[src/verilog/ramio_pkg.sv]
// shared constants and types for the memory-mapped RAM and UART client port
// the I/O addresses sit at the top of the 32-bit space and anything else is RAM
// the RAM index only uses address bits 9:2, so higher RAM addresses alias

package ramio_pkg;

  // --------------------------------------------------
  // client bus widths
  // --------------------------------------------------
  localparam int addr_w = 32;
  localparam int data_w = 32;

  // RAM depth in words, word index taken from address[9:2]
  localparam int ram_words = 256;
  localparam int ram_idx_w = $clog2(ram_words);

  // --------------------------------------------------
  // I/O address map
  // --------------------------------------------------
  localparam logic [addr_w-1:0] addr_led      = 32'hffff_fffc;
  localparam logic [addr_w-1:0] addr_uart_out = 32'hffff_fff8;
  localparam logic [addr_w-1:0] addr_uart_in  = 32'hffff_fff4;

  // read_type codes
  // bit 2 selects sign extension, low bits give the access size
  localparam logic [2:0] rd_none = 3'b000;
  localparam logic [2:0] rd_byte = 3'b001;
  localparam logic [2:0] rd_half = 3'b010;
  localparam logic [2:0] rd_word = 3'b011;
  localparam int rd_signed_bit = 2;

  // write_type codes
  localparam logic [1:0] wr_none = 2'b00;
  localparam logic [1:0] wr_byte = 2'b01;
  localparam logic [1:0] wr_half = 2'b10;
  localparam logic [1:0] wr_word = 2'b11;

  // all ones means nothing sending or nothing received
  localparam logic [data_w-1:0] uart_idle = '1;

  // --------------------------------------------------
  // UART timing
  // --------------------------------------------------
  localparam int clks_per_bit = 16;
  localparam int baud_w = $clog2(clks_per_bit);

  // one RAM word, seen whole, as byte lanes or as half-word lanes
  // lane 0 is the least significant
  typedef union packed {
    logic [31:0]       word;
    logic [3:0][7:0]   bytes;
    logic [1:0][15:0]  halves;
  } ram_word_u;

endpackage
[src/verilog/uart_rx.sv]
// 8N1 serial receiver, samples each bit at mid-bit after a two-flop synchronizer
// rx_ready holds until rx_go drops, no new frame is started meanwhile
// a start bit that is gone at mid-bit is taken as noise, the stop bit is not checked

`timescale 1ns/100ps

module uart_rx (
  input  logic       clk,
  input  logic       rst_n,
  input  logic       rx_go,
  input  logic       uart_rx,
  output logic [7:0] rx_data,
  output logic       rx_ready
);

  logic [1:0]                   sync;
  logic                         line;
  logic                         busy;
  logic [3:0]                   bit_cnt;
  logic [ramio_pkg::baud_w-1:0] baud_cnt;
  logic [ramio_pkg::baud_w-1:0] bit_last;
  logic                         tick;

  assign line = sync[1];

  // half a bit to reach the middle of the start bit, then full bits
  assign bit_last = (bit_cnt == 4'd0) ?
                    ramio_pkg::baud_w'(ramio_pkg::clks_per_bit / 2 - 1) :
                    ramio_pkg::baud_w'(ramio_pkg::clks_per_bit - 1);
  assign tick = busy && baud_cnt == bit_last;

  // data bits arrive LSB first
  always_ff @(posedge clk) begin
    if (tick && bit_cnt != 4'd0 && bit_cnt != 4'd9) begin
      rx_data <= {line, rx_data[7:1]};
    end
  end

  always_ff @(posedge clk) begin
    if (!rst_n) begin
      sync     <= 2'b11;
      busy     <= 1'b0;
      rx_ready <= 1'b0;
      bit_cnt  <= '0;
      baud_cnt <= '0;
    end else begin
      sync <= {sync[0], uart_rx};
      // acknowledge from the register block
      if (!rx_go) rx_ready <= 1'b0;

      if (!busy) begin
        // falling edge on an idle line starts a frame
        if (rx_go && !rx_ready && !line) begin
          busy     <= 1'b1;
          bit_cnt  <= '0;
          baud_cnt <= '0;
        end
      end else if (tick) begin
        baud_cnt <= '0;
        if (bit_cnt == 4'd0 && line) begin
          busy <= 1'b0;
        end else if (bit_cnt == 4'd9) begin
          busy     <= 1'b0;
          rx_ready <= 1'b1;
        end else begin
          bit_cnt <= bit_cnt + 1'b1;
        end
      end else begin
        baud_cnt <= baud_cnt + 1'b1;
      end
    end
  end

endmodule

[config.mk]
export PLATFORM = sky130hd
export DESIGN_NAME = uart_rx
export DESIGN_NICKNAME = d
export VERILOG_FILES = /design/src/verilog/ramio_pkg.sv /design/src/verilog/uart_rx.sv
export SDC_FILE = /design/constraint.sdc
export NUM_CORES = 1
export LEC_CHECK = 0
export ABC_AREA = 1
export BUFFER_PORTS_ARGS = -buffer_cell sky130_fd_sc_hd__buf_2
export CAP_MARGIN = 20
export CORE_ASPECT_RATIO = 1.2
export CORE_MARGIN = 2
export CORE_UTILIZATION = 42
export DETAILED_ROUTE_END_ITERATION = 10
export PLACE_DENSITY_LB_ADDON = 0.15
export REMOVE_ABC_BUFFERS = 1
export SLEW_MARGIN = 20
export SYNTH_ARGS = -nofsm -noshare
export SYNTH_HDL_FRONTEND = slang
export SYNTH_SLANG_ARGS = --single-unit
export TNS_END_PERCENT = 50
[constraint.sdc]
create_clock -name clk -period 2.6 [get_ports clk]
set_input_delay 0.52 -clock clk [delete_from_list [all_inputs] [get_ports clk]]
set_output_delay 0.52 -clock clk [all_outputs]
set_load 0.005 [all_outputs]
==> results.sh <==
export IMPL_slowest_stage="nor2_1"
export IMPL_outcome="completed"
export IMPL_syn_avg_cell_area_um2=9.17
export IMPL_final_max_slew_violation_count=0
export IMPL_dieHeight_um=54.7
export IMPL_cts_root_buf="clkbuf_4"
export IMPL_track_usage_pct=14.8
export IMPL_fin_util_pct=51.2
export IMPL_min_from="uart_rx"
export IMPL_peakVddDrop_uv=396
export IMPL_htree_levels=1
export IMPL_path_common_cell="nor2_1"
export IMPL_synth_most_common_cell="nand2_1"
export IMPL_required_ns=2.55
export IMPL_cts_hold_buf=0
export IMPL_cts_made_buffers=3
export IMPL_ys_top_cells_by_area="dfxtp_1 (27%), edfxtp_1 (27%), nand2_1 (7.1%)"
export IMPL_slew_headroom_pct=57.5
export IMPL_drive_gt1_share_pct=24.6
export IMPL_ys_warnings_count=0
export IMPL_grt_start_max_net_pins=13
export IMPL_crit_arrival_ns=2.01
export IMPL_start_util_pct=43.8
export IMPL_p_leak_uw=0.000443
export IMPL_path_class="register to register"
export IMPL_clock_path_buffers=2
export IMPL_clk_latency_ns=0.30
export IMPL_clk_pin_slew_ns=0.11
export IMPL_grt_ovfl_total=0
export IMPL_fin_worst_skew_ns=0.00123
export IMPL_worstPathMaxFanout=8
export IMPL_hp_class="input pin to register"
export IMPL_netlist_instances=98
export IMPL_drtIter0Drc=12
export IMPL_setup_violations=0
export IMPL_routed_wl_um=1660
export IMPL_grt_pass1_wl_um=2650
export IMPL_worstPathCellList="inv_1, ha_1, nand3_1, nand3_2, nor2_1, nand2_1, nor2_1"
export IMPL_yosysTopAreaCell="dfxtp_1"
export IMPL_dp_hpwl_um=1240
export IMPL_fp_dieArea_um2=2530
export IMPL_startpoint="bit_cnt[0]$_SDFFE_PN0P_"
export IMPL_powerDensity_nw_per_um2=686
export IMPL_seq_area_frac_synth_pct=53.5
export IMPL_ys_top_cells_by_count="nand2_1 (17), dfxtp_1 (12), inv_1 (10)"
export IMPL_io_pins=13
export IMPL_postRouteAntennaNets=0
export IMPL_grt_pass1_vias=657
export IMPL_clock_sinks=20
export IMPL_worst_slew_pin_slew_ns=0.635
export IMPL_drt_wirelength_per_cell_um=11.5
export IMPL_async_flop_share_pct=0
export IMPL_cts_post_setup_buffers_inserted=0
export IMPL_cts_tree="built"
export IMPL_drc=0
export IMPL_vias_per_cell=4.93
export IMPL_critPathLaunchType="register"
export IMPL_area_delta_synth_final_pct=16.7
export IMPL_synth_cell_type_count=20
export IMPL_vias=710
export IMPL_drtPass1Iterations=4
export IMPL_fp_dieW_um=46.2
export IMPL_synthFlopType="dfxtp_1"
export IMPL_placeableCoreArea_um2=2050
export IMPL_reg2reg_from="bit_cnt[0]$_SDFFE_PN0P_"
export IMPL_ctsResizeCount=0
export IMPL_final_setup_tns_ns=0
export IMPL_placementRows=18
export IMPL_place_congestion=0.729
export IMPL_totalPowerFinal_uw=719
export IMPL_hold_viol=0
export IMPL_fillers=193
export IMPL_dp_worst_setup_slack_ns=0.597
export IMPL_ys_ff_latch=20
export IMPL_fin_crit_ns=2.05
export IMPL_nets=123
export IMPL_antenna_found_initial=0
export IMPL_drv_cap=0
export IMPL_synthDominantCellAreaShare_pct=26.7
export IMPL_fin_crit_sh_pct=79.0
export IMPL_final_setup_worst_slack_ns=0.546
export IMPL_synth_area_um2=898
export IMPL_insertedDiodeCount=0
export IMPL_port_buffers=12
export IMPL_cpPeakStageDelay_ns=0.49
export IMPL_synth_edf_count=8
export IMPL_rsz0062_at_grt="no"
export IMPL_cp_end_kind="register"
export IMPL_hold_ws_ns=0.393
export IMPL_max_freq_mhz=487
## critical path: cells and delay by family, from the launching register on
family	cells	cell delay (ns)
fa+ha+maj	1	0.24
buf+inv	1	0.07
flops	1	0.46
simple gates	5	0.93
## logic make-up after synthesis
group,after synthesis,synth area share [%]
AO/OA/AOI/OAI,14,8.36
buffers and inverters,13,5.43
adder cells (fa/ha/maj),4,5.57
AND/OR/NAND/NOR,45,25.2
XOR/XNOR,2,1.95
flip-flops,20,53.5
## routing by layer
metal	share of wire, %	vias to the layer above	track usage [%]
li1	-	352	-
met1	41	333	15.2
met2	53	21	27.1
met3	4.2	4	2.97
met4	1.3	0	8.57
met5	0	-	0
## state kept, by name, indices dropped and copies added, names as in the netlist
name	cells
sync	2
bit_cnt	4
rx_ready	1
baud_cnt	4
busy	1
rx_data	8
## power breakdown
part / internal [uW] / total [uW] / switching (uW)
combinational: 39.7 / 111 / 71.1
sequential: 338 / 355 / 17.2
clock: 156 / 253 / 97.1
total: 534 / 719 / 185
## cells in the final DEF, fill, tap and decap left out
cell,Yosys,final
nand2_1,17,17
dfxtp_1,12,12
buf_2,0,12
inv_1,10,10
nor2_1,9,9
a21oi_1,9,9
edfxtp_1,8,8
nand3_1,7,7
nand2_2,4,4
ha_1,4,4
inv_2,3,3
o21ai_0,3,3
clkbuf_4,0,3
o21a_1,2,2
nand4_1,2,2
or2_2,2,2
nor2_2,1,1
nand3_2,1,1
nand3b_1,1,1
xnor2_1,1,1
nor2_8,1,1
xor2_1,1,1
bufinv_16,0,1
## final cells by class
cell class              instances  area [um^2]  area share, %
flip-flops and latches         20          480           45.8
multi-input cells              65          369           35.2
repair buffers                 12         60.1           5.73
inverters                      13         48.8           4.65
well taps                      30         37.5           3.58
clock inverters                 1         30.0           2.86
clock buffers                   3         22.5           2.15
## path summary, 6_finish.rpt
| check | cells past startpoint | to | slack (ns) |
|---|---|---|---|
| hold / removal | 2 | sync[0]$_SDFF_PN1_ | 0.39 |
| hold reg to reg | 1 | sync[1]$_SDFF_PN1_ | 0.44 |
| setup / recovery | 7 | rx_data[5]$_DFFE_PP_ | 0.55 |
| setup reg to reg | 7 | rx_data[5]$_DFFE_PP_ | 0.55 |
## per-stage QoR
| stage | cells | instance area [um^2] |
|---|---|---|
| CTS | 144 | 1050 |
| global placement | 140 | 996 |
| global route | 144 | 1050 |
| floorplan | 98 | 898 |
| finish | 144 | 1050 |
| detailed placement | 140 | 996 |
Note: power is estimated with default switching activity, not from simulation.
