`config.mk`:
```
export PLATFORM = sky130hd
export DESIGN_NAME = bus_decode
export DESIGN_NICKNAME = d
export VERILOG_FILES = /design/src/verilog/ramio_pkg.sv /design/src/verilog/bus_decode.sv
export SDC_FILE = /design/constraint.sdc
export NUM_CORES = 1
export LEC_CHECK = 0
export BUFFER_PORTS_ARGS = -buffer_cell sky130_fd_sc_hd__buf_2
export CAP_MARGIN = 20
export CORE_AREA = 5 5 94 96
export DETAILED_ROUTE_END_ITERATION = 12
export DIE_AREA = 0 0 99 101
export GPL_TIMING_DRIVEN = 0
export PLACE_DENSITY = 0.72
export SETUP_SLACK_MARGIN = 0.3
export SYNTH_ARGS = -nofsm -noshare
export SYNTH_HDL_FRONTEND = slang
export SYNTH_SLANG_ARGS = --single-unit
export TNS_END_PERCENT = 30
```
`constraint.sdc`:
```
create_clock -name vclk -period 2.5
set_clock_uncertainty 0.1 [all_clocks]
set_input_delay 0.375 -clock vclk [all_inputs]
set_output_delay 0.375 -clock vclk [all_outputs]
set_load 0.1 [all_outputs]
```
`src/verilog/ramio_pkg.sv`:
```
// shared constants and types for the memory-mapped RAM and UART client port
// the I/O addresses sit at the top of the 32-bit space and anything else is RAM
// the RAM index only uses address bits 9:2, so higher RAM addresses alias

package ramio_pkg;

  // --------------------------------------------------
  // client bus widths
  // --------------------------------------------------
  localparam int addr_w = 32;
  localparam int data_w = 32;

  // RAM depth in words, word index taken from address[9:2]
  localparam int ram_words = 256;
  localparam int ram_idx_w = $clog2(ram_words);

  // --------------------------------------------------
  // I/O address map
  // --------------------------------------------------
  localparam logic [addr_w-1:0] addr_led      = 32'hffff_fffc;
  localparam logic [addr_w-1:0] addr_uart_out = 32'hffff_fff8;
  localparam logic [addr_w-1:0] addr_uart_in  = 32'hffff_fff4;

  // read_type codes
  // bit 2 selects sign extension, low bits give the access size
  localparam logic [2:0] rd_none = 3'b000;
  localparam logic [2:0] rd_byte = 3'b001;
  localparam logic [2:0] rd_half = 3'b010;
  localparam logic [2:0] rd_word = 3'b011;
  localparam int rd_signed_bit = 2;

  // write_type codes
  localparam logic [1:0] wr_none = 2'b00;
  localparam logic [1:0] wr_byte = 2'b01;
  localparam logic [1:0] wr_half = 2'b10;
  localparam logic [1:0] wr_word = 2'b11;

  // all ones means nothing sending or nothing received
  localparam logic [data_w-1:0] uart_idle = '1;

  // --------------------------------------------------
  // UART timing
  // --------------------------------------------------
  localparam int clks_per_bit = 16;
  localparam int baud_w = $clog2(clks_per_bit);

  // one RAM word, seen whole, as byte lanes or as half-word lanes
  // lane 0 is the least significant
  typedef union packed {
    logic [31:0]       word;
    logic [3:0][7:0]   bytes;
    logic [1:0][15:0]  halves;
  } ram_word_u;

endpackage
```
`src/verilog/bus_decode.sv`:
```
// address decode, write lane steering and read extraction, all combinational
// misaligned half-word writes are dropped and misaligned half-word reads give zero
// word accesses ignore address bits 1:0

`timescale 1ns/100ps

module bus_decode (
  input  logic                          enable,
  input  logic [2:0]                    read_type,
  input  logic [1:0]                    write_type,
  input  logic [ramio_pkg::addr_w-1:0]  address,
  input  logic [ramio_pkg::data_w-1:0]  data_in,
  output logic [ramio_pkg::data_w-1:0]  data_out,
  output logic                          data_out_ready,
  output logic                          ram_en,
  output logic [3:0]                    ram_we,
  output ramio_pkg::ram_word_u          ram_wdata,
  input  ramio_pkg::ram_word_u          ram_rdata,
  input  logic                          ram_ready,
  output logic                          uart_out_wr,
  output logic [7:0]                    uart_out_byte,
  output logic                          uart_in_rd,
  input  logic [ramio_pkg::data_w-1:0]  tx_word,
  input  logic [ramio_pkg::data_w-1:0]  rx_word
);

  logic is_uart_out;
  logic is_uart_in;
  logic is_led;
  logic is_io;
  logic rd_req;
  logic wr_req;

  // lane picked out of the registered RAM word
  logic [7:0]                   sel_byte;
  logic [15:0]                  sel_half;
  logic                         sign_ext;
  logic [ramio_pkg::data_w-1:0] ram_value;

  // --------------------------------------------------
  // address map
  // --------------------------------------------------
  assign is_uart_out = address == ramio_pkg::addr_uart_out;
  assign is_uart_in  = address == ramio_pkg::addr_uart_in;
  assign is_led      = address == ramio_pkg::addr_led;
  assign is_io       = is_uart_out || is_uart_in || is_led;

  assign rd_req = read_type != ramio_pkg::rd_none;
  assign wr_req = write_type != ramio_pkg::wr_none;

  // everything outside the I/O map goes to RAM
  assign ram_en = enable && !is_io && (rd_req || wr_req);

  // UART register strobes, LED writes are accepted and dropped
  assign uart_out_wr   = enable && is_uart_out && wr_req;
  assign uart_out_byte = data_in[7:0];
  assign uart_in_rd    = enable && is_uart_in && rd_req;

  // I/O answers at once, RAM once the registered read matches the request
  assign data_out_ready = is_io ? 1'b1 : ram_ready;

  // --------------------------------------------------
  // write steering into byte lanes
  // --------------------------------------------------
  always_comb begin
    ram_we    = '0;
    ram_wdata = '0;
    if (ram_en) begin
      case (write_type)
        ramio_pkg::wr_byte: begin
          ram_we[address[1:0]]          = 1'b1;
          ram_wdata.bytes[address[1:0]] = data_in[7:0];
        end
        ramio_pkg::wr_half: begin
          // half word only on an even half boundary
          if (!address[0]) begin
            ram_we[{address[1], 1'b0} +: 2] = 2'b11;
            ram_wdata.halves[address[1]]    = data_in[15:0];
          end
        end
        ramio_pkg::wr_word: begin
          ram_we         = 4'b1111;
          ram_wdata.word = data_in;
        end
        default: ;
      endcase
    end
  end

  // --------------------------------------------------
  // read extraction
  // --------------------------------------------------
  assign sel_byte = ram_rdata.bytes[address[1:0]];
  assign sel_half = ram_rdata.halves[address[1]];
  assign sign_ext = read_type[ramio_pkg::rd_signed_bit];

  always_comb begin
    case (read_type[1:0])
      ramio_pkg::rd_byte[1:0]: ram_value = {{24{sign_ext && sel_byte[7]}}, sel_byte};
      ramio_pkg::rd_half[1:0]: begin
        if (address[0]) begin
          ram_value = '0;
        end else begin
          ram_value = {{16{sign_ext && sel_half[15]}}, sel_half};
        end
      end
      ramio_pkg::rd_word[1:0]: ram_value = ram_rdata.word;
      default:                 ram_value = '0;
    endcase
  end

  // UART words are returned whole, whatever the read size
  always_comb begin
    data_out = '0;
    if (enable && rd_req) begin
      if (is_uart_out) begin
        data_out = tx_word;
      end else if (is_uart_in) begin
        data_out = rx_word;
      end else if (!is_led) begin
        data_out = ram_value;
      end
    end
  end

endmodule

```
==> summary.txt <==
status: complete, but fails checks
failing checks: negative setup slack
Worst path top cell family by delay: compound AO/OA/AOI/OAI gates
Hold Buf Count CTS: 0
Pins Over Slew Limit: 0
final wirelength: 17.9 mm
post-synthesis adder-cell area fraction: 0
clock buffer count in the final layout: 0
Worst Max-Slew Pin Slew: 0.584 ns
CP cell instances: buf_8 > mux4_2 > and3_4 > buf_6 > a31o_4 > o211ai_1 > a21oi_4 > buf_12
vias: 4573
Worst setup endpoint: data_out[16]
Period Utilization, post-route: 1.06
die area: 0.0100 mm2
starting density of the core: 0.303
Seq cells: 0
final setup violating endpoints: 30
Max VDD drop: 0.000140 V
I/O pin cnt: 247
grt ovf: 0
Largest stage delay, worst path: 0.49 ns
DR WL/cell: 23.2 um
Critical Path Stages: 8
antenna diode count: 0
core area: 0.00797 mm2
starting DRC count in detailed routing: 337
Hold WC Path Type: input pin to output port
vias in the first global route: 4753
CP Buf/Inv Count: 3
sequential area share after synthesis: 0
row cnt: 33
share of layout cells above drive strength 1: 0.713
worst setup margin: -0.148 ns
DRC Markers: 0
Synth Instances: 389
synth warn: 0
Mapped Nets: 556
placed inst area: 0.00446 mm2
initial antenna violation count: 0
Sequential Area: 0 um2
endpoints failing hold: 0
Vias per Instance: 5.93
IO buf count: 245
RSZ-0062 raised after global routing: yes
xor/xnor share of the synthesized area: 0.00725
crit path kind: input pin to output port
fmax: 0.378 GHz
Pwr Density: 219 mW/mm2
mux cell area share after synthesis: 0.0181
HPWL after detailed placement: 12.2 mm
max_cap viols: 0
Post-Synth Simple-Gate Area: 0.347
Placer Congestion: 0.951
Layout area overhead: 170%
total track usage: 0.324
Distinct cells, synth: 46
Worst Path Arrival: 2.17 ns
Mapped Area: 0.00241 mm2
critical path launch point: address[1]
largest net degree at the start of global routing: 11
Fin Setup TNS: -2.15 ns
DRT antenna net count: 0
Mean Syn Cell Area: 6.21 um2
Die W: 99 um
cell at the slowest stage of the critical path: mux4_2
Filler Cells Inserted: 473
Worst Setup End Kind: output port
first-pass GRT wire length: 26.2 mm
Final Critical Period: 2.65 ns
compound-gate portion of the synthesized area: 0.518
Pre-antenna DRT Iters: 10
Max FO, Critical Path: 8
Static Leak: 2.85 nW
worst endpoint required time: 2.03 ns
Worst Setup Start Kind: input pin
Final nets: 835
DIE HEIGHT: 101 um
largest family of logic cells by synthesized area: compound AO/OA/AOI/OAI gates
Slew headroom: 0.610
pre-CTS setup slack: -0.625 ns
final instance area: 0.00652 mm2
==> report_power, final <==
| part | internal, mW | leakage [nW] | switching, mW | total, mW |
|---|---|---|---|---|
| logic | 0.548 | 2.85 | 0.878 | 1.43 |
| clock network | 0 | 0 | 0 | 0 |
| registers | 0 | 0 | 0 | 0 |
| total | 0.548 | 2.85 | 0.878 | 1.43 |
==> repair_timing <==
item	4_1_cts	5_1_grt
buffers inserted	24	2
pin swaps	66	42
gates resized for setup	413	63
cloned	5	1
endpoints found under the setup margin	72	72
==> synthesized netlist by cell type (all sizes together), types with 2 or more instances <==
cell type   n  area (um2)
a32oi       9        78.8
a222oi      8        80.1
a21boi      2        15.0
a221o      13         130
nand3       9        50.1
and2       13        81.3
a22oi      16         120
a21o       27         203
buf        23         151
inv         3        11.3
or2         2        12.5
a31oi       6        37.5
nor2b       5        31.3
nor4        2        33.8
nand4       8        50.1
and3       20         125
nand2b      8        50.1
o211ai     19         193
nand2      36         135
nor2       42         158
clkbuf     27         103
o21ai      36         180
a21oi      34         170
nand3b      8        60.1
nor3        2        15.0
==> layout by cell type (no fill, tap or decap), drive strengths merged, types with 9 or more instances in the layout <==
master | netlist | routed
nor2 | 42 | 42
nand2 | 36 | 36
and2 | 13 | 13
o211ai | 19 | 19
a32oi | 9 | 9
o21ai | 36 | 36
nand3 | 9 | 9
a221o | 13 | 13
a22oi | 16 | 16
a21o | 27 | 27
clkbuf | 27 | 27
and3 | 20 | 20
a21oi | 34 | 34
buf | 23 | 300
==> kinds of logic after synthesis <==
logic type / Yosys count
AO/OA/AOI/OAI: 174
XOR/XNOR: 2
multiplexers: 3
AND/OR/NAND/NOR: 157
buffers and inverters: 53
==> worst min path at each step <==
stage                           from          endpoint  slack [ns]  cells past startpoint
after floorplan           data_in[0]  uart_out_byte[0]        0.86                      1
after global placement     ram_ready    data_out_ready        1.16                      3
after detailed placement   ram_ready    data_out_ready        1.16                      3
after CTS                  ram_ready    data_out_ready        1.06                      3
after global routing       ram_ready    data_out_ready        1.08                      3
final                      ram_ready    data_out_ready        1.05                      3
==> layer usage <==
metal | track usage | wire length, um | vias to the layer above
li1 | - | - | 2037
met1 | 0.348 | 5930 | 2170
met2 | 0.621 | 9240 | 304
met3 | 0.0810 | 1900 | 62
met4 | 0.0956 | 792 | 0
met5 | 0 | 0 | -
==> through the flow <==
step,utilization,hold slack [ns],power (mW),instances
2_1_floorplan,-,0.862,0.794,389
3_3_place_gp,0.560,1.16,1.07,739
3_5_place_dp,0.560,1.16,1.07,739
4_1_cts,0.788,1.06,1.36,768
5_1_grt,0.819,1.08,1.47,771
6_report,0.819,1.05,1.43,771
==> area by class of cell <==
type / instances / area [um2] / share of cell area
Buffer: 50 / 479 / 0.0735
Inverter: 3 / 15.0 / 0.00230
Multi-Input combinational cell: 336 / 3170 / 0.486
Tap cell: 105 / 131 / 0.0201
Timing Repair Buffer: 277 / 2730 / 0.418
(Power assumes the default switching activity.)
