## config.mk

```make
export PLATFORM = sky130hd
export DESIGN_NAME = uart_tx
export DESIGN_NICKNAME = d
export VERILOG_FILES = /design/src/verilog/ramio_pkg.sv /design/src/verilog/uart_tx.sv
export SDC_FILE = /design/constraint.sdc
export NUM_CORES = 1
export LEC_CHECK = 0
export BUFFER_PORTS_ARGS = -buffer_cell sky130_fd_sc_hd__buf_2
export CORE_AREA = 2 2 47 49
export CTS_CLUSTER_DIAMETER = 100
export DETAILED_ROUTE_END_ITERATION = 6
export DIE_AREA = 0 0 49 51
export PLACE_DENSITY = 0.64
export SLEW_MARGIN = 20
export SYNTH_ARGS = -nofsm -noshare
export SYNTH_HDL_FRONTEND = slang
export SYNTH_SLANG_ARGS = --single-unit
```

## constraint.sdc

```tcl
create_clock -name clk -period 1.4 [get_ports clk]
set_input_delay 0 -clock clk [delete_from_list [all_inputs] [get_ports clk]]
set_output_delay 0 -clock clk [all_outputs]
set_load 0.03 [all_outputs]
```

## src/verilog/ramio_pkg.sv

```systemverilog
// shared constants and types for the memory-mapped RAM and UART client port
// the I/O addresses sit at the top of the 32-bit space and anything else is RAM
// the RAM index only uses address bits 9:2, so higher RAM addresses alias

package ramio_pkg;

  // --------------------------------------------------
  // client bus widths
  // --------------------------------------------------
  localparam int addr_w = 32;
  localparam int data_w = 32;

  // RAM depth in words, word index taken from address[9:2]
  localparam int ram_words = 256;
  localparam int ram_idx_w = $clog2(ram_words);

  // --------------------------------------------------
  // I/O address map
  // --------------------------------------------------
  localparam logic [addr_w-1:0] addr_led      = 32'hffff_fffc;
  localparam logic [addr_w-1:0] addr_uart_out = 32'hffff_fff8;
  localparam logic [addr_w-1:0] addr_uart_in  = 32'hffff_fff4;

  // read_type codes
  // bit 2 selects sign extension, low bits give the access size
  localparam logic [2:0] rd_none = 3'b000;
  localparam logic [2:0] rd_byte = 3'b001;
  localparam logic [2:0] rd_half = 3'b010;
  localparam logic [2:0] rd_word = 3'b011;
  localparam int rd_signed_bit = 2;

  // write_type codes
  localparam logic [1:0] wr_none = 2'b00;
  localparam logic [1:0] wr_byte = 2'b01;
  localparam logic [1:0] wr_half = 2'b10;
  localparam logic [1:0] wr_word = 2'b11;

  // all ones means nothing sending or nothing received
  localparam logic [data_w-1:0] uart_idle = '1;

  // --------------------------------------------------
  // UART timing
  // --------------------------------------------------
  localparam int clks_per_bit = 16;
  localparam int baud_w = $clog2(clks_per_bit);

  // one RAM word, seen whole, as byte lanes or as half-word lanes
  // lane 0 is the least significant
  typedef union packed {
    logic [31:0]       word;
    logic [3:0][7:0]   bytes;
    logic [1:0][15:0]  halves;
  } ram_word_u;

endpackage
```

## src/verilog/uart_tx.sv

```systemverilog
// 8N1 serial transmitter, LSB first, clks_per_bit clocks per bit
// tx_go starts a frame, tx_bsy falls after the stop bit
// no new frame until tx_go has been dropped as the acknowledge

`timescale 1ns/100ps

module uart_tx (
  input  logic       clk,
  input  logic       rst_n,
  input  logic       tx_go,
  input  logic [7:0] tx_byte,
  output logic       tx_bsy,
  output logic       uart_tx
);

  logic [8:0]                   frame;
  logic [3:0]                   bit_cnt;
  logic [ramio_pkg::baud_w-1:0] baud_cnt;
  logic                         wait_ack;
  logic                         start;
  logic                         bit_end;

  assign start   = tx_go && !tx_bsy && !wait_ack;
  assign bit_end = tx_bsy && baud_cnt == ramio_pkg::baud_w'(ramio_pkg::clks_per_bit - 1);

  // data bits then stop bit, shifted out at each bit boundary
  always_ff @(posedge clk) begin
    if (start) begin
      frame <= {1'b1, tx_byte};
    end else if (bit_end) begin
      frame <= {1'b1, frame[8:1]};
    end
  end

  always_ff @(posedge clk) begin
    if (!rst_n) begin
      uart_tx  <= 1'b1;
      tx_bsy   <= 1'b0;
      wait_ack <= 1'b0;
      bit_cnt  <= '0;
      baud_cnt <= '0;
    end else if (start) begin
      // start bit
      uart_tx  <= 1'b0;
      tx_bsy   <= 1'b1;
      bit_cnt  <= '0;
      baud_cnt <= '0;
    end else if (tx_bsy) begin
      baud_cnt <= bit_end ? '0 : baud_cnt + 1'b1;
      if (bit_end) begin
        // bit 9 is the stop bit, line is already high
        if (bit_cnt == 4'd9) begin
          tx_bsy   <= 1'b0;
          wait_ack <= 1'b1;
        end else begin
          bit_cnt <= bit_cnt + 1'b1;
          uart_tx <= frame[0];
        end
      end
    end else if (wait_ack && !tx_go) begin
      wait_ack <= 1'b0;
    end
  end

endmodule

```

==> results of run 1 <==
-- cell type report --
type / count / area [um2] / share of cell area, %
sequential: 19 / 466.7 / 38.02
multi-input combinational: 51 / 427.9 / 34.86
timing repair buffer: 36 / 262.8 / 21.41
tap: 28 / 35.03 / 2.854
clock buffer: 3 / 22.52 / 1.835
inverter: 2 / 7.507 / 0.6116
clock inverter: 1 / 5.005 / 0.4077
-- what timing repair did --
action,4_1_cts,5_1_grt
gates resized for setup,3,1
pin swaps,1,0
setup buffers,0,0
endpoints found under the setup margin,8,8
hold endpoints to repair,11,0
hold buffers,9,0
-- cell families (layout without fill, tap and decap cells) --
| logic type | Yosys count | after routing | share of synthesized area (%) |
|---|---|---|---|
| buf+inv | 4 | 42 | 3.324 |
| mux | 8 | 8 | 12.33 |
| simple gates | 24 | 24 | 17.87 |
| flops | 19 | 19 | 50.97 |
| fa+ha+maj | 3 | 3 | 4.156 |
| compound gates | 14 | 14 | 9.419 |
| xor+xnor | 2 | 2 | 1.939 |
-- sequential cells by signal, summed over array words and instances (netlist names) --
signal	cells
baud_cnt	4
wait_ack	1
tx_bsy	1
frame	8
bit_cnt	4
uart_tx	1
-- report_power, final --
group / switching, mW / internal [mW] / total (mW) / leakage (nW)
combinational: 0.0634 / 0.0929 / 0.156 / 0.322
clock: 0.176 / 0.106 / 0.283 / 0.0177
sequential: 0.00956 / 0.608 / 0.618 / 0.166
-- stage by stage --
stage                TNS, ns  setup WS [ns]  instances  hold slack (ns)
global route        -0.02965      -0.008201        140          0.05700
finish                     0        0.01047        140          0.05193
floorplan             -2.577        -0.1781         74          0.08887
global placement    -0.08541       -0.01545        127           0.2444
CTS                        0       0.005236        140          0.05160
detailed placement  -0.02338      -0.005896        127           0.2475
-- placed cells by master (no fill, tap or decap), drive strengths merged, types with 4 or more instances in the layout --
| cell type | count |
|---|---|
| nand2 | 4 |
| edfxtp | 8 |
| mux2 | 7 |
| buf | 27 |
| a21oi | 6 |
| o21ai | 4 |
| dlygate4sd3 | 9 |
| dfxtp | 11 |
-- worst max-delay path by stage --
stage,start,endpoint,depth (start not counted)
2_1_floorplan,tx_bsy$_SDFF_PN0_,frame[0]$_DFFE_PP_,4
3_3_place_gp,tx_bsy$_SDFF_PN0_,frame[2]$_DFFE_PP_,3
3_5_place_dp,tx_bsy$_SDFF_PN0_,frame[2]$_DFFE_PP_,3
4_1_cts,tx_bsy$_SDFF_PN0_,frame[3]$_DFFE_PP_,2
5_1_grt,tx_bsy$_SDFF_PN0_,frame[3]$_DFFE_PP_,2
6_report,tx_bsy$_SDFF_PN0_,frame[3]$_DFFE_PP_,2
-- routing by layer --
metal	share of wire [%]	vias up	routed length, um
li1	-	353	-
met1	45	313	736
met2	49	17	794
met3	4.1	2	66
met4	1.7	0	28
met5	0	-	0
-- critical path, delay by kind of cell (launching register included) --
family | cells | cell delay (ns)
DFF | 1 | 0.36
muxes | 1 | 0.32
and+or+nand+nor | 1 | 0.47
==> metrics.yaml, run 1 <==
synth_top_area_cell: "edfxtp_1"
hpwl_um: 1190
die-area_mm2: 0.002499
clock_path_buffers: 2
synth_area_leaders: "edfxtp_1, dfxtp_1, mux2_4"
final_area_mm2: 0.001227
grt_max_degree: 13
synthTopCellsByCount: "dfxtp_1, edfxtp_1, mux2_4"
cts_made_buffers: 3
synth.most_common_cell: "dfxtp_1"
start_util_pct: 43.78
die_w_um: 49
clock_skew_ns: 0.001877
synth_area_um2: 903.4
synth_ff_type: "dfxtp_1"
drt_pass1_iterations: 4
antenna_left: 0
relSlewSlack_pct: 86.66
grt_use_met1_pct: 16.60
drtIter0Drc: 13
final-hold-violation-count: 0
status: "finished, final reports clean"
drive_above_1_share_pct: 42.86
routed_wirelength_um: 1626
fillers: 191
r2r_setup_slack_ns: 0.01
ios: 13
seq_area_frac_synth_pct: 50.97
area_delta_synth_final_pct: 35.87
worst_setup_path_start_kind: "flop"
clk_pin_slew_ns: 0.11
min_path_type: "input pin to flop"
path_class: "flop to flop"
power.total_mw: 1.056
placed_area_mm2: 0.001095
path_max_fanout: 12
synth_edf_count: 8
rsz0062_at_grt: "true"
cpMaxStageDelayCell: "or3b_4"
end_kind: "flop"
syn_area_per_cell_um2: 12.21
gp_congestion: 0.7300
async_reset_ff_share_pct: 0
fin_crit_ns: 1.390
final_core_util_pct: 59.49
grtUsageMet3_pct: 3.509
insertion_delay_ns: 0.30
grt_use_total_pct: 14.80
io_buffers: 12
rr_worst_depth: 2
path_cells: "or3b_4, mux2_4"
cap_violations: 0
ys_ff_latch: 19
cts_tree: "built"
tightest_slew_ns: 0.1980
antenna_found_initial: 0
cp.required_ns: 1.46
layout.nets: 127
hold_path_depth: 3
pwr_density_cell_mw_per_mm2: 860.7
slew_viol_final: 0
top_usage_layer: "met2"
vias: 685
core_area_mm2: 0.002063
cp_data_arrival_time_ns: 1.45
vias_per_cell: 4.893
drc: 0
rows: 17
ir_drop_v: 0.0007179
cts_sinks: 19
setup_viol: 0
grt_pass1_vias: 648
synthCells: 74
r2r-start: "tx_bsy$_SDFF_PN0_"
wire_per_inst_um: 11.61
globalRoute.totalOverflow: 0
leakage_nw: 0.5054
synth_nets: 88
cts_max_level: 1
yosysTopAreaCellShare_pct: 26.59
grt_pass1_wl_um: 2732
min_period_over_period_pct: 99.25
holdPathEnd: "wait_ack$_SDFFE_PN0P_"
max_freq_ghz: 0.7197
synth.distinct_cells: 31
r2r_end: "frame[3]$_DFFE_PP_"
antenna_cells: 0
root_buffer: "clkbuf_4"
cpPeakStageDelay_ns: 0.47
worstHoldStart: "tx_go"
die_y_um: 51
synth_warnings: 0
grtUsageMet2_pct: 25.80
Note: power is estimated with default switching activity, not from simulation.
==> run 2, diff against run 1 <==
--- a/config.mk
+++ b/config.mk
@@ -7,6 +7,7 @@
 export LEC_CHECK = 0
 export BUFFER_PORTS_ARGS = -buffer_cell sky130_fd_sc_hd__buf_2
 export CORE_AREA = 2 2 47 49
+export CTS_BUF_LIST = sky130_fd_sc_hd__clkbuf_16
 export CTS_CLUSTER_DIAMETER = 100
 export DETAILED_ROUTE_END_ITERATION = 6
 export DIE_AREA = 0 0 49 51
==> run 2 against run 1 <==
Sequential share of layout area increased by 0.94 points. Flip-flop and latch count stayed put. Setup slack better by 0.0068 ns. Cell count decreased by 5.7%. Critical path depth unchanged. Fmax up 0.49%. Power increased by 27%. Highest routed layer unchanged.
==> metrics.yaml, run 2 (synthesized netlist as in run 1, its figures left out) <==
status: "finished, final reports clean"
topRoutingLayerUsed: "met4"
min_path_type: "input pin to flop"
r2r_setup_slack_ns: 0.02  # about the same
multi_input_area_um2: 427.9  # unchanged
final_cell_mix: "buf_4, buf_2, edfxtp_1"
antenna_left: 0  # unchanged
vias_per_cell: 5.008  # +2.3%
min_period_over_period_pct: 98.77  # -0.49 points
final_core_util_pct: 58.22  # -1.3 points
cp.required_ns: 1.40  # -0.06 ns
slew_viol_final: 0  # unchanged
clock_skew_ns: 0.001720  # -0.0001567 ns
p_int_mw: 1.070  # +33%
power_frac_clock_pct: 43.5  # +17 points
netSwitchingFraction_pct: 20.16  # -3.4 points
drt_pass1_iterations: 4  # unchanged
antenna_cells: 0  # unchanged
largest_reg_flops: 8  # unchanged
dp.cells: 127  # unchanged
reg_top3: "frame x8, baud_cnt x4, bit_cnt x4"
layout.nets: 119  # -6.3%
p_seq_share_pct: 46.2  # -12 points
mostFrequentLayoutCell: "buf_4"
root_buffer: "clkbuf_16"
power_switching_mw: 0.2702  # +8.5%
rows: 17  # unchanged
gp_congestion: 0.7300  # unchanged
cpMaxStageDelayCell: "or3b_4"
end_kind: "flop"
routed_wirelength_um: 1557  # -4.2%
fillers: 186  # -2.6%
drtIter0Drc: 15  # +2
leakage_nw: 0.4957  # -1.9%
cts_tree: "built"
tightest_slew_ns: 0.1952  # -0.002873 ns
regArea_um2: 467.9  # +0.27%
drc: 0  # unchanged
ios: 13  # unchanged
path_max_fanout: 12  # unchanged
rsz0062_at_grt: "true"
path_class: "flop to flop"
globalRoute.totalOverflow: 0  # unchanged
fin_cells: 132  # -5.7%
met2_length_um: 749  # -5.7%
rr_worst_depth: 2  # unchanged
drive_above_1_share_pct: 47.12  # +4.3 points
ir_drop_v: 0.0007480  # +4.2%
grt_max_degree: 13  # unchanged
worst_setup_path_start_kind: "flop"
cap_violations: 0  # unchanged
hpwl_um: 1190  # unchanged
final-hold-violation-count: 0  # unchanged
vias: 661  # -3.5%
cts_setup_buffers: 0  # unchanged
die_y_um: 51  # unchanged
cpPeakStageDelay_ns: 0.49  # +0.02 ns
area_delta_synth_final_pct: 32.96
final_area_mm2: 0.001201  # -2.1%
wl_met3_um: 70  # +6.1%
setup_viol: 0  # unchanged
worstHoldStart: "tx_byte[7]"
m1WireLength_um: 705  # -4.2%
max_freq_ghz: 0.7232  # +0.49%
placed_area_mm2: 0.001095  # unchanged
fin_crit_ns: 1.383  # -0.006806 ns
largest_register: "frame"
clk_pin_slew_ns: 0.05  # -0.06 ns
cp_data_arrival_time_ns: 1.38  # -0.07 ns
preCtsSetupSlack_ns: -0.005896  # unchanged
r2r-start: "wait_ack$_SDFFE_PN0P_"
holdPathEnd: "frame[7]$_SDFFCE_PN1P_"
die_w_um: 49  # unchanged
cts_sinks: 19  # unchanged
clock_path_buffers: 2  # unchanged
cts_max_level: 1  # unchanged
hold_path_depth: 2  # -1
io_buffers: 12  # unchanged
antenna_found_initial: 0  # unchanged
cts_made_buffers: 3  # unchanged
die-area_mm2: 0.002499  # unchanged
start_util_pct: 43.78  # unchanged
grt_pass1_vias: 617  # -4.8%
grt_pass1_wl_um: 2622  # -4.0%
grt_use_total_pct: 14.09  # -0.70 points
wire_per_inst_um: 11.80  # +1.6%
relSlewSlack_pct: 86.85  # +0.19 points
p_comb_share_pct: 10.3  # -4.5 points
pwr_density_cell_mw_per_mm2: 1116  # +30%
worst_slack_ns: 0.01727  # +0.006806 ns
insertion_delay_ns: 0.25  # -0.05 ns
r2r_end: "frame[3]$_DFFE_PP_"
path_cells: "or3b_4, mux2_4"
core_area_mm2: 0.002063  # unchanged
==> run 2: cell types whose count changed in the layout (fill, tap and decap cells not counted), sizes merged <==
cell / delta
dlygate4sd3: -8
==> run 2: routing by layer <==
layer / GRT usage (%) / up-vias
met2: 22.83 / 15
met3: 4.386 / 5
met1: 16.98 / 305
met4: 7.143 / 0
met5: 0 / -
li1: - / 336
==> run 2: repair_timing <==
action	CTS	global route
endpoints found under the setup margin	7	15
hold endpoints to repair	1	0
pin swaps	1	2
resized for setup	1	4
hold buffers	1	0
==> run 2: worst max-delay path by stage <==
stage	start	end	slack [ns]	cells past startpoint
2_1_floorplan	tx_bsy$_SDFF_PN0_	frame[0]$_DFFE_PP_	-0.18	4
3_3_place_gp	tx_bsy$_SDFF_PN0_	frame[2]$_DFFE_PP_	-0.02	3
6_report	wait_ack$_SDFFE_PN0P_	frame[3]$_DFFE_PP_	0.02	2
3_5_place_dp	tx_bsy$_SDFF_PN0_	frame[2]$_DFFE_PP_	-0.006	3
4_1_cts	tx_bsy$_SDFF_PN0_	frame[3]$_DFFE_PP_	-0.007	2
5_1_grt	wait_ack$_SDFFE_PN0P_	frame[3]$_DFFE_PP_	-0.002	2
==> run 2: power groups by stage <==
stage | clock, mW | sequential (mW) | combinational (mW)
2_1_floorplan | 0 | 0.637 | 0.0825
6_report | 0.583 | 0.619 | 0.139
3_5_place_dp | 0 | 0.628 | 0.138
3_3_place_gp | 0 | 0.629 | 0.136
5_1_grt | 0.613 | 0.621 | 0.150
4_1_cts | 0.599 | 0.618 | 0.140
==> run 2: layout make-up <==
cell class,count,area share (%)
clock buffer,3,6.250
clock inverter,1,0.4167
inverter,2,0.6250
multi-input combinational,51,35.63
sequential,19,38.96
tap,28,2.917
timing repair buffer,28,15.21
==> run 2: worst max-delay path, delay by kind of cell, from the launching register on <==
family	cells	cell delay (ns)
and+or+nand+nor	1	0.49
muxes	1	0.32
DFF	1	0.32
==> run 2: stage by stage <==
step	power (mW)	setup TNS, ns	hold slack [ns]
floorplan	0.7199	-2.577	0.08887
global placement	0.7649	-0.08541	0.2444
detailed placement	0.7662	-0.02338	0.2475
CTS	1.357	-0.01478	0.007830
global route	1.384	-0.004096	0.007867
finish	1.340	0	0.01244
